[config.mk]
export PLATFORM = sky130hd
export DESIGN_NAME = attn_loader_top
export DESIGN_NICKNAME = d
export VERILOG_FILES = /design/src/common/seg_pkg.sv /design/src/common/host_pkg.sv /design/src/store/tensor_store.sv /design/src/host/wb_host_regs.sv /design/src/stream/segment_sequencer.sv /design/src/stream/stream_reader.sv /design/src/verilog/attn_loader_top.sv
export VERILOG_INCLUDE_DIRS = /design/src /design/src/common
export SDC_FILE = /design/constraint.sdc
export NUM_CORES = 2
export LEC_CHECK = 0
export BUFFER_PORTS_ARGS = -buffer_cell sky130_fd_sc_hd__buf_2
export CAP_MARGIN = 40
export CORE_UTILIZATION = 45
export CTS_CLUSTER_SIZE = 20
export DETAILED_ROUTE_END_ITERATION = 10
export PLACE_DENSITY = 0.66
export SLEW_MARGIN = 20
export SYNTH_ARGS = -nofsm -noshare
export SYNTH_HDL_FRONTEND = slang
export SYNTH_HIERARCHICAL = 1
export SYNTH_MEMORY_MAX_BITS = 65536
export SYNTH_SLANG_ARGS = --single-unit
[constraint.sdc]
create_clock -name clk -period 6.47 [get_ports clk]
set_input_delay 1.6175 -clock clk [delete_from_list [all_inputs] [get_ports clk]]
set_output_delay 1.6175 -clock clk [all_outputs]
set_load 0.02 [all_outputs]
[src/common/attn_consts.svh]
`ifndef ATTN_CONSTS_SVH
`define ATTN_CONSTS_SVH

// ~~~~~~~~~~~~~~~~~~~~~~~~~~~~~~~~~~~~~~~~~~~~~~~~~~~~~~~~~~~~~~~~~~~~~~~~~~~
// tensor shape of one attention head
`define ATTN_W          32
`define ATTN_M1         2
`define ATTN_M2         2
`define ATTN_M3         2
`define ATTN_HEADS      2
`define ATTN_KEEP_A     2

// ~~~~~~~~~~~~~~~~~~~~~~~~~~~~~~~~~~~~~~~~~~~~~~~~~~~~~~~~~~~~~~~~~~~~~~~~~~~
// store layout, input groups first and then one block per head
`define ATTN_ADDR_W     7
`define ATTN_HEAD_WORDS (3 * (`ATTN_M2 * `ATTN_M3 + 3 * `ATTN_M3) + 2)
`define ATTN_HEAD_BASE  (`ATTN_M1 * `ATTN_M2 * (`ATTN_HEADS / `ATTN_KEEP_A))

`define ATTN_WB_ADR_W   8
`define ATTN_CNT_W      3

`endif

[src/common/seg_pkg.sv]
`include "attn_consts.svh"

package seg_pkg;

    // stream order of the segments.
    typedef enum logic [3:0] {
        seg_i,
        seg_w_q, seg_bias_q, seg_m_q, seg_e_q,
        seg_w_k, seg_bias_k, seg_m_k, seg_e_k,
        seg_w_v, seg_bias_v, seg_m_v, seg_e_v,
        seg_m_c,
        seg_e_c
    } seg_t;

    typedef logic [`ATTN_ADDR_W-1:0] seg_addr_t;

    function automatic seg_addr_t seg_len(input seg_t kind);
        case (kind)
            seg_i:                     return seg_addr_t'(`ATTN_M1 * `ATTN_M2);
            seg_w_q, seg_w_k, seg_w_v: return seg_addr_t'(`ATTN_M2 * `ATTN_M3);
            seg_m_c, seg_e_c:          return seg_addr_t'(1);   // one scalar per head.
            default:                   return seg_addr_t'(`ATTN_M3);
        endcase
    endfunction

endpackage

[src/common/host_pkg.sv]
`include "attn_consts.svh"

package host_pkg;

    typedef enum logic {
        reg_ctrl   = 1'b0,
        reg_status = 1'b1
    } host_reg_t;

    typedef logic [`ATTN_CNT_W-1:0] head_cnt_t;

    localparam int HOST_SEL_BIT    = `ATTN_WB_ADR_W - 1;   // set for the registers.

    localparam int CTRL_START_BIT  = 0;
    localparam int CTRL_COUNT_LSB  = 1;
    localparam int CTRL_COUNT_MSB  = CTRL_COUNT_LSB + `ATTN_CNT_W - 1;

    localparam int STATUS_BUSY_BIT = 0;
    localparam int STATUS_DONE_BIT = 1;

endpackage

[src/store/tensor_store.sv]
`timescale 1ns/1ps
`include "attn_consts.svh"

module tensor_store (
    input  logic                    clk,
    input  logic                    we,
    input  logic [`ATTN_ADDR_W-1:0] waddr,
    input  logic [`ATTN_W-1:0]      wdata,
    input  logic                    rd_en,
    input  logic [`ATTN_ADDR_W-1:0] rd_addr,
    output logic [`ATTN_W-1:0]      rd_data
);

    localparam int DEPTH = 1 << `ATTN_ADDR_W;

    logic [`ATTN_W-1:0] mem [DEPTH];

    // ~~~~~~~~~~~~~~~~~~~~~~~~~~~~~~~~~~~~~~~~~~~~~~~~~~~~~~~~~~~~~~~~~~~~~~~
    // host write port
    always_ff @(posedge clk) begin
        if (we) begin
            mem[waddr] <= wdata;
        end
    end

    // ~~~~~~~~~~~~~~~~~~~~~~~~~~~~~~~~~~~~~~~~~~~~~~~~~~~~~~~~~~~~~~~~~~~~~~~
    // stream read port
    always_ff @(posedge clk) begin
        if (rd_en) begin
            rd_data <= mem[rd_addr];   // data one cycle after rd_en.
        end
    end

endmodule

[src/host/wb_host_regs.sv]
`timescale 1ns/1ps
`include "attn_consts.svh"

module wb_host_regs (
    input  logic                      clk,
    input  logic                      rst,
    input  logic                      wb_cyc,
    input  logic                      wb_stb,
    input  logic                      wb_we,
    input  logic [`ATTN_WB_ADR_W-1:0] wb_adr,
    input  logic [`ATTN_W-1:0]        wb_dat_w,
    output logic [`ATTN_W-1:0]        wb_dat_r,
    output logic                      wb_ack,
    output logic                      st_we,
    output logic [`ATTN_ADDR_W-1:0]   st_waddr,
    output logic [`ATTN_W-1:0]        st_wdata,
    output logic                      start,
    output host_pkg::head_cnt_t       head_count,
    input  logic                      busy,
    input  logic                      done
);
    import host_pkg::*;

    logic      req;
    logic      reg_sel;
    host_reg_t reg_idx;

    assign req     = wb_cyc && wb_stb && !wb_ack;   // new cycle, not yet acked.
    assign reg_sel = wb_adr[HOST_SEL_BIT];
    assign reg_idx = host_reg_t'(wb_adr[0]);

    // store writes land on the same edge that raises ack.
    assign st_we    = req && wb_we && !reg_sel;
    assign st_waddr = wb_adr[`ATTN_ADDR_W-1:0];
    assign st_wdata = wb_dat_w;

    always_ff @(posedge clk) begin
        if (rst) begin
            wb_ack     <= 1'b0;
            start      <= 1'b0;
            head_count <= '0;
        end else begin
            wb_ack <= req;
            start  <= 1'b0;
            if (req && wb_we && reg_sel && reg_idx == reg_ctrl) begin
                head_count <= wb_dat_w[CTRL_COUNT_MSB:CTRL_COUNT_LSB];
                start      <= wb_dat_w[CTRL_START_BIT];   // one cycle pulse.
            end
        end
    end

    // store words read back as zero.
    always_ff @(posedge clk) begin
        if (req) begin
            wb_dat_r <= '0;
            if (reg_sel && reg_idx == reg_status) begin
                wb_dat_r[STATUS_BUSY_BIT] <= busy;
                wb_dat_r[STATUS_DONE_BIT] <= done;
            end else if (reg_sel) begin
                wb_dat_r[CTRL_COUNT_MSB:CTRL_COUNT_LSB] <= head_count;
            end
        end
    end

    ack_needs_request: assert property (@(posedge clk) disable iff (rst)
        $rose(wb_ack) |-> $past(wb_cyc && wb_stb));

endmodule

[src/stream/segment_sequencer.sv]
`timescale 1ns/1ps
`include "attn_consts.svh"

module segment_sequencer (
    input  logic                    clk,
    input  logic                    rst,
    input  logic                    start,
    input  logic [`ATTN_CNT_W-1:0]  head_count,
    input  logic                    seg_busy,
    input  logic                    seg_done,
    output logic                    seg_start,
    output logic [`ATTN_ADDR_W-1:0] seg_base,
    output seg_pkg::seg_t           seg_kind,
    output logic                    busy,
    output logic                    done
);
    import seg_pkg::*;

    localparam int KEEP_W = $clog2(`ATTN_KEEP_A + 1);
    localparam int CNT_W  = `ATTN_CNT_W;

    typedef enum logic [1:0] {
        S_IDLE,
        S_ISSUE,
        S_WAIT
    } state_t;

    state_t            state;
    seg_t              cur;
    logic [CNT_W-1:0]  head;
    logic [CNT_W-1:0]  last_head;
    logic [KEEP_W-1:0] keep_cnt;    // head index within its input group.
    seg_addr_t         in_ptr;
    seg_addr_t         head_ptr;
    logic              count_ok;
    logic              keep_wrap;

    assign count_ok  = head_count != '0 && head_count <= CNT_W'(`ATTN_HEADS);
    assign keep_wrap = keep_cnt == KEEP_W'(`ATTN_KEEP_A - 1);

    assign seg_start = state == S_ISSUE;
    assign seg_kind  = cur;
    assign seg_base  = (cur == seg_i) ? in_ptr : head_ptr;
    assign busy      = state != S_IDLE;

    // ~~~~~~~~~~~~~~~~~~~~~~~~~~~~~~~~~~~~~~~~~~~~~~~~~~~~~~~~~~~~~~~~~~~~~~~
    // segment and head walk
    always_ff @(posedge clk) begin
        if (rst) begin
            state     <= S_IDLE;
            done      <= 1'b0;
            cur       <= seg_i;
            head      <= '0;
            last_head <= '0;
            keep_cnt  <= '0;
            in_ptr    <= '0;
            head_ptr  <= '0;
        end else begin
            case (state)
                S_IDLE: begin
                    if (start && count_ok) begin
                        state     <= S_ISSUE;
                        done      <= 1'b0;
                        cur       <= seg_i;
                        head      <= '0;
                        last_head <= head_count - 1'b1;
                        keep_cnt  <= '0;
                        in_ptr    <= '0;
                        head_ptr  <= seg_addr_t'(`ATTN_HEAD_BASE);
                    end
                end
                S_ISSUE: begin
                    // segments are packed, so the next base follows this one.
                    state <= S_WAIT;
                    if (cur == seg_i) begin
                        in_ptr <= in_ptr + seg_len(cur);
                    end else begin
                        head_ptr <= head_ptr + seg_len(cur);
                    end
                end
                S_WAIT: begin
                    if (seg_done) begin
                        state <= S_ISSUE;
                        if (cur != seg_e_c) begin
                            cur <= seg_t'(cur + 1'b1);
                        end else if (head == last_head) begin
                            state <= S_IDLE;
                            done  <= 1'b1;
                        end else begin
                            head     <= head + 1'b1;
                            keep_cnt <= keep_wrap ? '0 : keep_cnt + 1'b1;
                            cur      <= keep_wrap ? seg_i : seg_w_q;   // new input group.
                        end
                    end
                end
                default: state <= S_IDLE;
            endcase
        end
    end

    no_start_while_reading: assert property (@(posedge clk) disable iff (rst)
        seg_start |-> !seg_busy);

endmodule

[src/stream/stream_reader.sv]
`timescale 1ns/1ps
`include "attn_consts.svh"

module stream_reader (
    input  logic                    clk,
    input  logic                    rst,
    input  logic                    seg_start,
    input  logic [`ATTN_ADDR_W-1:0] seg_base,
    input  seg_pkg::seg_t           seg_kind,
    output logic                    rd_en,
    output logic [`ATTN_ADDR_W-1:0] rd_addr,
    input  logic [`ATTN_W-1:0]      rd_data,
    output logic                    seg_busy,
    output logic                    seg_done,
    output logic                    m_valid,
    output logic [`ATTN_W-1:0]      m_data,
    output logic                    m_last,
    output seg_pkg::seg_t           m_seg,
    input  logic                    ready
);
    import seg_pkg::*;

    seg_addr_t          rd_left;     // reads still to issue.
    logic               rd_pend;     // word on its way back from the store.
    logic               pend_last;
    logic [`ATTN_W-1:0] buf_data [2];
    logic               buf_last [2];
    logic               wr_ptr;
    logic               rd_ptr;
    logic [1:0]         buf_cnt;
    logic               push;
    logic               pop;
    seg_t               kind;

    assign m_valid  = buf_cnt != 2'd0;
    assign m_data   = buf_data[rd_ptr];
    assign m_last   = buf_last[rd_ptr];
    assign m_seg    = kind;
    assign push     = rd_pend;
    assign pop      = m_valid && ready;
    assign seg_done = pop && m_last;

    // buffered plus in-flight words stay at two or fewer.
    assign rd_en = seg_busy && rd_left != '0 &&
                   ((buf_cnt + {1'b0, rd_pend}) < 2'd2 || pop);

    always_ff @(posedge clk) begin
        if (rst) begin
            seg_busy <= 1'b0;
            rd_left  <= '0;
            rd_pend  <= 1'b0;
            wr_ptr   <= 1'b0;
            rd_ptr   <= 1'b0;
            buf_cnt  <= 2'd0;
        end else begin
            rd_pend <= rd_en;
            if (seg_start) begin
                seg_busy <= 1'b1;
                rd_left  <= seg_len(seg_kind);
            end else if (rd_en) begin
                rd_left <= rd_left - 1'b1;
            end
            if (seg_done) begin
                seg_busy <= 1'b0;
            end
            if (push) begin
                wr_ptr <= !wr_ptr;
            end
            if (pop) begin
                rd_ptr <= !rd_ptr;
            end
            buf_cnt <= buf_cnt + {1'b0, push} - {1'b0, pop};
        end
    end

    // ~~~~~~~~~~~~~~~~~~~~~~~~~~~~~~~~~~~~~~~~~~~~~~~~~~~~~~~~~~~~~~~~~~~~~~~
    // address, tag and buffer contents
    always_ff @(posedge clk) begin
        if (seg_start) begin
            rd_addr <= seg_base;
            kind    <= seg_kind;
        end else if (rd_en) begin
            rd_addr <= rd_addr + 1'b1;
        end
        if (rd_en) begin
            pend_last <= rd_left == seg_addr_t'(1);
        end
        if (push) begin
            buf_data[wr_ptr] <= rd_data;
            buf_last[wr_ptr] <= pend_last;
        end
    end

    hold_while_stalled: assert property (@(posedge clk) disable iff (rst)
        m_valid && !ready |=>
            m_valid && $stable(m_data) && $stable(m_last) && $stable(m_seg));

endmodule

[src/verilog/attn_loader_top.sv]
`timescale 1ns/1ps
`include "attn_consts.svh"

module attn_loader_top (
    input  logic                      clk,
    input  logic                      rst,
    input  logic                      wb_cyc,
    input  logic                      wb_stb,
    input  logic                      wb_we,
    input  logic [`ATTN_WB_ADR_W-1:0] wb_adr,
    input  logic [`ATTN_W-1:0]        wb_dat_w,
    output logic [`ATTN_W-1:0]        wb_dat_r,
    output logic                      wb_ack,
    output logic                      m_valid,
    output logic [`ATTN_W-1:0]        m_data,
    output logic                      m_last,
    output seg_pkg::seg_t             m_seg,
    input  logic                      ready
);
    import seg_pkg::*;
    import host_pkg::*;

    // host to store
    logic                    st_we;
    logic [`ATTN_ADDR_W-1:0] st_waddr;
    logic [`ATTN_W-1:0]      st_wdata;

    // store to reader
    logic                    rd_en;
    logic [`ATTN_ADDR_W-1:0] rd_addr;
    logic [`ATTN_W-1:0]      rd_data;

    // control and segment hand-off
    logic      start;
    head_cnt_t head_count;
    logic      busy;
    logic      done;
    logic      seg_start;
    seg_addr_t seg_base;
    seg_t      seg_kind;
    logic      seg_busy;
    logic      seg_done;

    wb_host_regs u_host (
        .clk        (clk),
        .rst        (rst),
        .wb_cyc     (wb_cyc),
        .wb_stb     (wb_stb),
        .wb_we      (wb_we),
        .wb_adr     (wb_adr),
        .wb_dat_w   (wb_dat_w),
        .wb_dat_r   (wb_dat_r),
        .wb_ack     (wb_ack),
        .st_we      (st_we),
        .st_waddr   (st_waddr),
        .st_wdata   (st_wdata),
        .start      (start),
        .head_count (head_count),
        .busy       (busy),
        .done       (done)
    );

    tensor_store u_store (
        .clk     (clk),
        .we      (st_we),
        .waddr   (st_waddr),
        .wdata   (st_wdata),
        .rd_en   (rd_en),
        .rd_addr (rd_addr),
        .rd_data (rd_data)
    );

    segment_sequencer u_seq (
        .clk        (clk),
        .rst        (rst),
        .start      (start),
        .head_count (head_count),
        .seg_busy   (seg_busy),
        .seg_done   (seg_done),
        .seg_start  (seg_start),
        .seg_base   (seg_base),
        .seg_kind   (seg_kind),
        .busy       (busy),
        .done       (done)
    );

    stream_reader u_reader (
        .clk       (clk),
        .rst       (rst),
        .seg_start (seg_start),
        .seg_base  (seg_base),
        .seg_kind  (seg_kind),
        .rd_en     (rd_en),
        .rd_addr   (rd_addr),
        .rd_data   (rd_data),
        .seg_busy  (seg_busy),
        .seg_done  (seg_done),
        .m_valid   (m_valid),
        .m_data    (m_data),
        .m_last    (m_last),
        .m_seg     (m_seg),
        .ready     (ready)
    );

endmodule

==> flow_metrics.tcl <==
set metrics [dict create \
    ys_warn_count 6 \
    yosys-top-cells-area "edfxtp_1, mux4_2, dfxtp_1" \
    status "completed" \
    hpwl_um 237000 \
    crit_fanout 55 \
    syn_area_mm2 0.163 \
    grt_pass1_wl_um 558000 \
    layout-drive-gt1-share_pct 34.7 \
    slew_viol_final 0 \
    fin_cells 12100 \
    total_power_w 0.0546 \
    timing.fmax_mhz 228 \
    first_pass_iters 5 \
    drv_cap 0 \
    rsz0062_at_grt "false" \
    min_path_cells 0 \
    grt_usage_pct 21.6 \
    power.switching_w 0.0109 \
    tns_ps 0 \
    post-place-ws_ps 1560 \
    final_hold_viol_count 0 \
    yosysSeqAreaShare_pct 78.3 \
    cts_tree "done" \
    finClkSkew_ps 75.7 \
    rr_endpoint "u_store/rd_data[22]" \
    start_util_pct 45.3 \
    synth.distinct_cells 66 \
    synth_area_per_cell_um2 25.0 \
    cts_buffers 419 \
    synthTopCellsByCount "edfxtp_1, mux4_2, clkbuf_1, nor2_1, buf_2" \
    leakage_nw 56.7 \
    ir_drop_mv 0.228 \
    first_iter_violations 10100 \
    vias 73500 \
    place_inst 11300 \
    core_area_mm2 0.359 \
    ys_ff_latch 4256 \
    p_clk_share_pct 43.0 \
    overflow 0 \
    clk_pin_slew_ps 60 \
    power_density_mw_per_mm2 294 \
    root_buffer "clkbuf_16" \
    port_buffers 88 \
    hold_buffers 0 \
    worstPathArrival_ps 5060 \
    critical_path_class "register to register" \
    syn-instance-count 6509 \
    gp_congestion 0.848 \
    grt_antenna_before_repair 53 \
    r2r_cells 7 \
    ys_async_sr_fraction_pct 0 \
    p_seq_share_pct 55.5 \
    crit_start "u_reader/rd_addr[0]" \
    cts_setup_buffers 0 \
    cts_max_level 5 \
    synth_top_area_share_pct 77.7 \
    worstPathRequired_ps 7160 \
    hold_path_end "u_reader/buf_data[0][29]" \
    switching_share_pct 20.0 \
    row_count 220 \
    ios 117 \
    synth_ff_type "edfxtp_1" \
    grt_max_degree 122 \
    die_h_um 603 \
    hold_path.startpoint "u_store/rd_data[29]" \
    clkSinkCount 4256 \
    final.fill_count 27100 \
    die_area_mm2 0.364 \
    combPwrFrac_pct 1.5 \
    wl_um 394000 \
    r2r_start "u_reader/rd_addr[0]" \
    die_w_um 603 \
    cts_resized 0 \
    areaGrowthSynthToFinish_pct 13.9 \
    ant_nets 0 \
    min_path_type "register to register" \
    grt_pass1_vias 73400 \
    clk_latency_ps 980 \
    finalSetupViolations 0 \
    finalCriticalPeriod_ps 4380 \
    via_per_inst 6.08 \
    yosys.area.top_type "edfxtp_1" \
    p_int_w 0.0437 \
    fin_nets 7012 \
    fin_crit_sh_pct 67.6 \
    drc 0 \
    synthMostInstantiatedCell "edfxtp_1" \
    cp-end-kind "register" \
    clock_path_buffers 4 \
    reg2reg_slack_ps 2090 \
    setup_ws_ps 2090 \
    max_slew_margin_pct 36.7 \
    worst_slew_pin_slew_ps 949 \
    wl_per_cell_um 32.6 \
    start_kind "register" \
    synth_edf_count 4210 \
]
==> registers in the layout, summed over array words and instances, names as in the netlist, 2 cells and up, named ones only <==
name,cells
u_store/rd_data,32
u_reader/buf_data,64
u_seq/seg_kind,4
u_reader/m_seg,4
u_reader/buf_last,2
u_store/mem,4096
u_seq/last_head,3
u_seq/state,2
u_reader/buf_cnt,2
u_seq/head,3
u_host/head_count,3
u_reader/rd_left,7
u_reader/rd_addr,7
u_seq/head_ptr,7
u_host/wb_dat_r,4
u_seq/keep_cnt,2
u_seq/in_ptr,5
==> power groups by stage <==
stage	combinational, W	clock [W]	sequential [W]
floorplan	0.000366	0	0.0309
global placement	0.000722	0	0.0309
detailed placement	0.000777	0	0.0309
CTS	0.000776	0.0238	0.0303
global route	0.000842	0.0248	0.0303
finish	0.000802	0.0235	0.0303
==> kinds of logic (layout without fill, tap and decap cells) <==
family / count (synthesis) / in the layout / share of synthesized area, %
buffers and inverters: 421 / 1176 / 1.21
XOR/XNOR: 19 / 19 / 0.102
flip-flops: 4256 / 4256 / 78.3
adder cells (fa/ha/maj): 16 / 16 / 0.126
other: 1 / 49 / 0.00230
multiplexers: 1421 / 1421 / 19.1
AO/OA/AOI/OAI: 63 / 63 / 0.255
AND/OR/NAND/NOR: 312 / 312 / 0.920
==> worst max-delay path, stage by stage (launching register included) <==
cell      delay, ps
edfxtp_1        830
buf_12          400
buf_12          280
buf_12          380
mux4_2          580
mux4_2          600
mux4_2          510
mux2_2          310
==> area by class of cell <==
| class | count | area [µm²] | area share [%] |
|---|---|---|---|
| Antenna cell | 21 | 52.6 | 0.0284 |
| Inverter | 19 | 71.3 | 0.0385 |
| Tap cell | 4773 | 5970 | 3.22 |
| Sequential cell | 4256 | 127000 | 68.7 |
| Multi-Input combinational cell | 1859 | 34500 | 18.6 |
| Timing Repair Buffer | 396 | 4250 | 2.29 |
| Clock buffer | 517 | 10900 | 5.91 |
| Clock inverter | 244 | 2220 | 1.20 |
==> placed cells by master (no fill, tap or decap), drive strengths merged, types with 11 or more instances in the layout <==
cell / n
edfxtp: 4210
mux4: 1344
clkbuf: 517
buf: 396
clkinv: 191
nor2: 160
mux2: 71
dfxtp: 46
nand2: 40
inv: 32
bufinv: 31
conb: 28
a21oi: 22
diode: 21
nor3: 21
nand3: 19
o21ai: 17
ha: 14
nor2b: 14
nand2b: 13
xnor2: 11
==> stage by stage <==
| stage | area, µm² | utilization (%) | hold WS, ps |
|---|---|---|---|
| after floorplan | 163000 | - | 421 |
| after global placement | 171000 | 47.6 | 429 |
| after detailed placement | 172000 | 47.8 | 434 |
| after CTS | 185000 | 51.4 | 427 |
| after global routing | 185000 | 51.6 | 442 |
| final | 185000 | 51.6 | 436 |
==> worst max path at each step <==
stage,cells past startpoint,to,slack (ps)
2_1_floorplan,5,u_store/mem[98][0],1330
3_3_place_gp,4,u_store/mem[59][25],1210
3_5_place_dp,5,u_store/mem[111][11],1560
4_1_cts,6,u_store/rd_data[14],2100
5_1_grt,7,u_store/rd_data[22],1980
6_report,7,u_store/rd_data[22],2090
==> routing by layer <==
metal | up-vias | track usage (%) | wire length (µm)
met5 | - | 0 | 172
met4 | 26 | 5.33 | 9610
met3 | 487 | 6.14 | 46700
met2 | 3711 | 31.6 | 177000
met1 | 40200 | 32.2 | 160000
li1 | 29100 | - | -
Note: power is estimated with default switching activity, not from simulation.
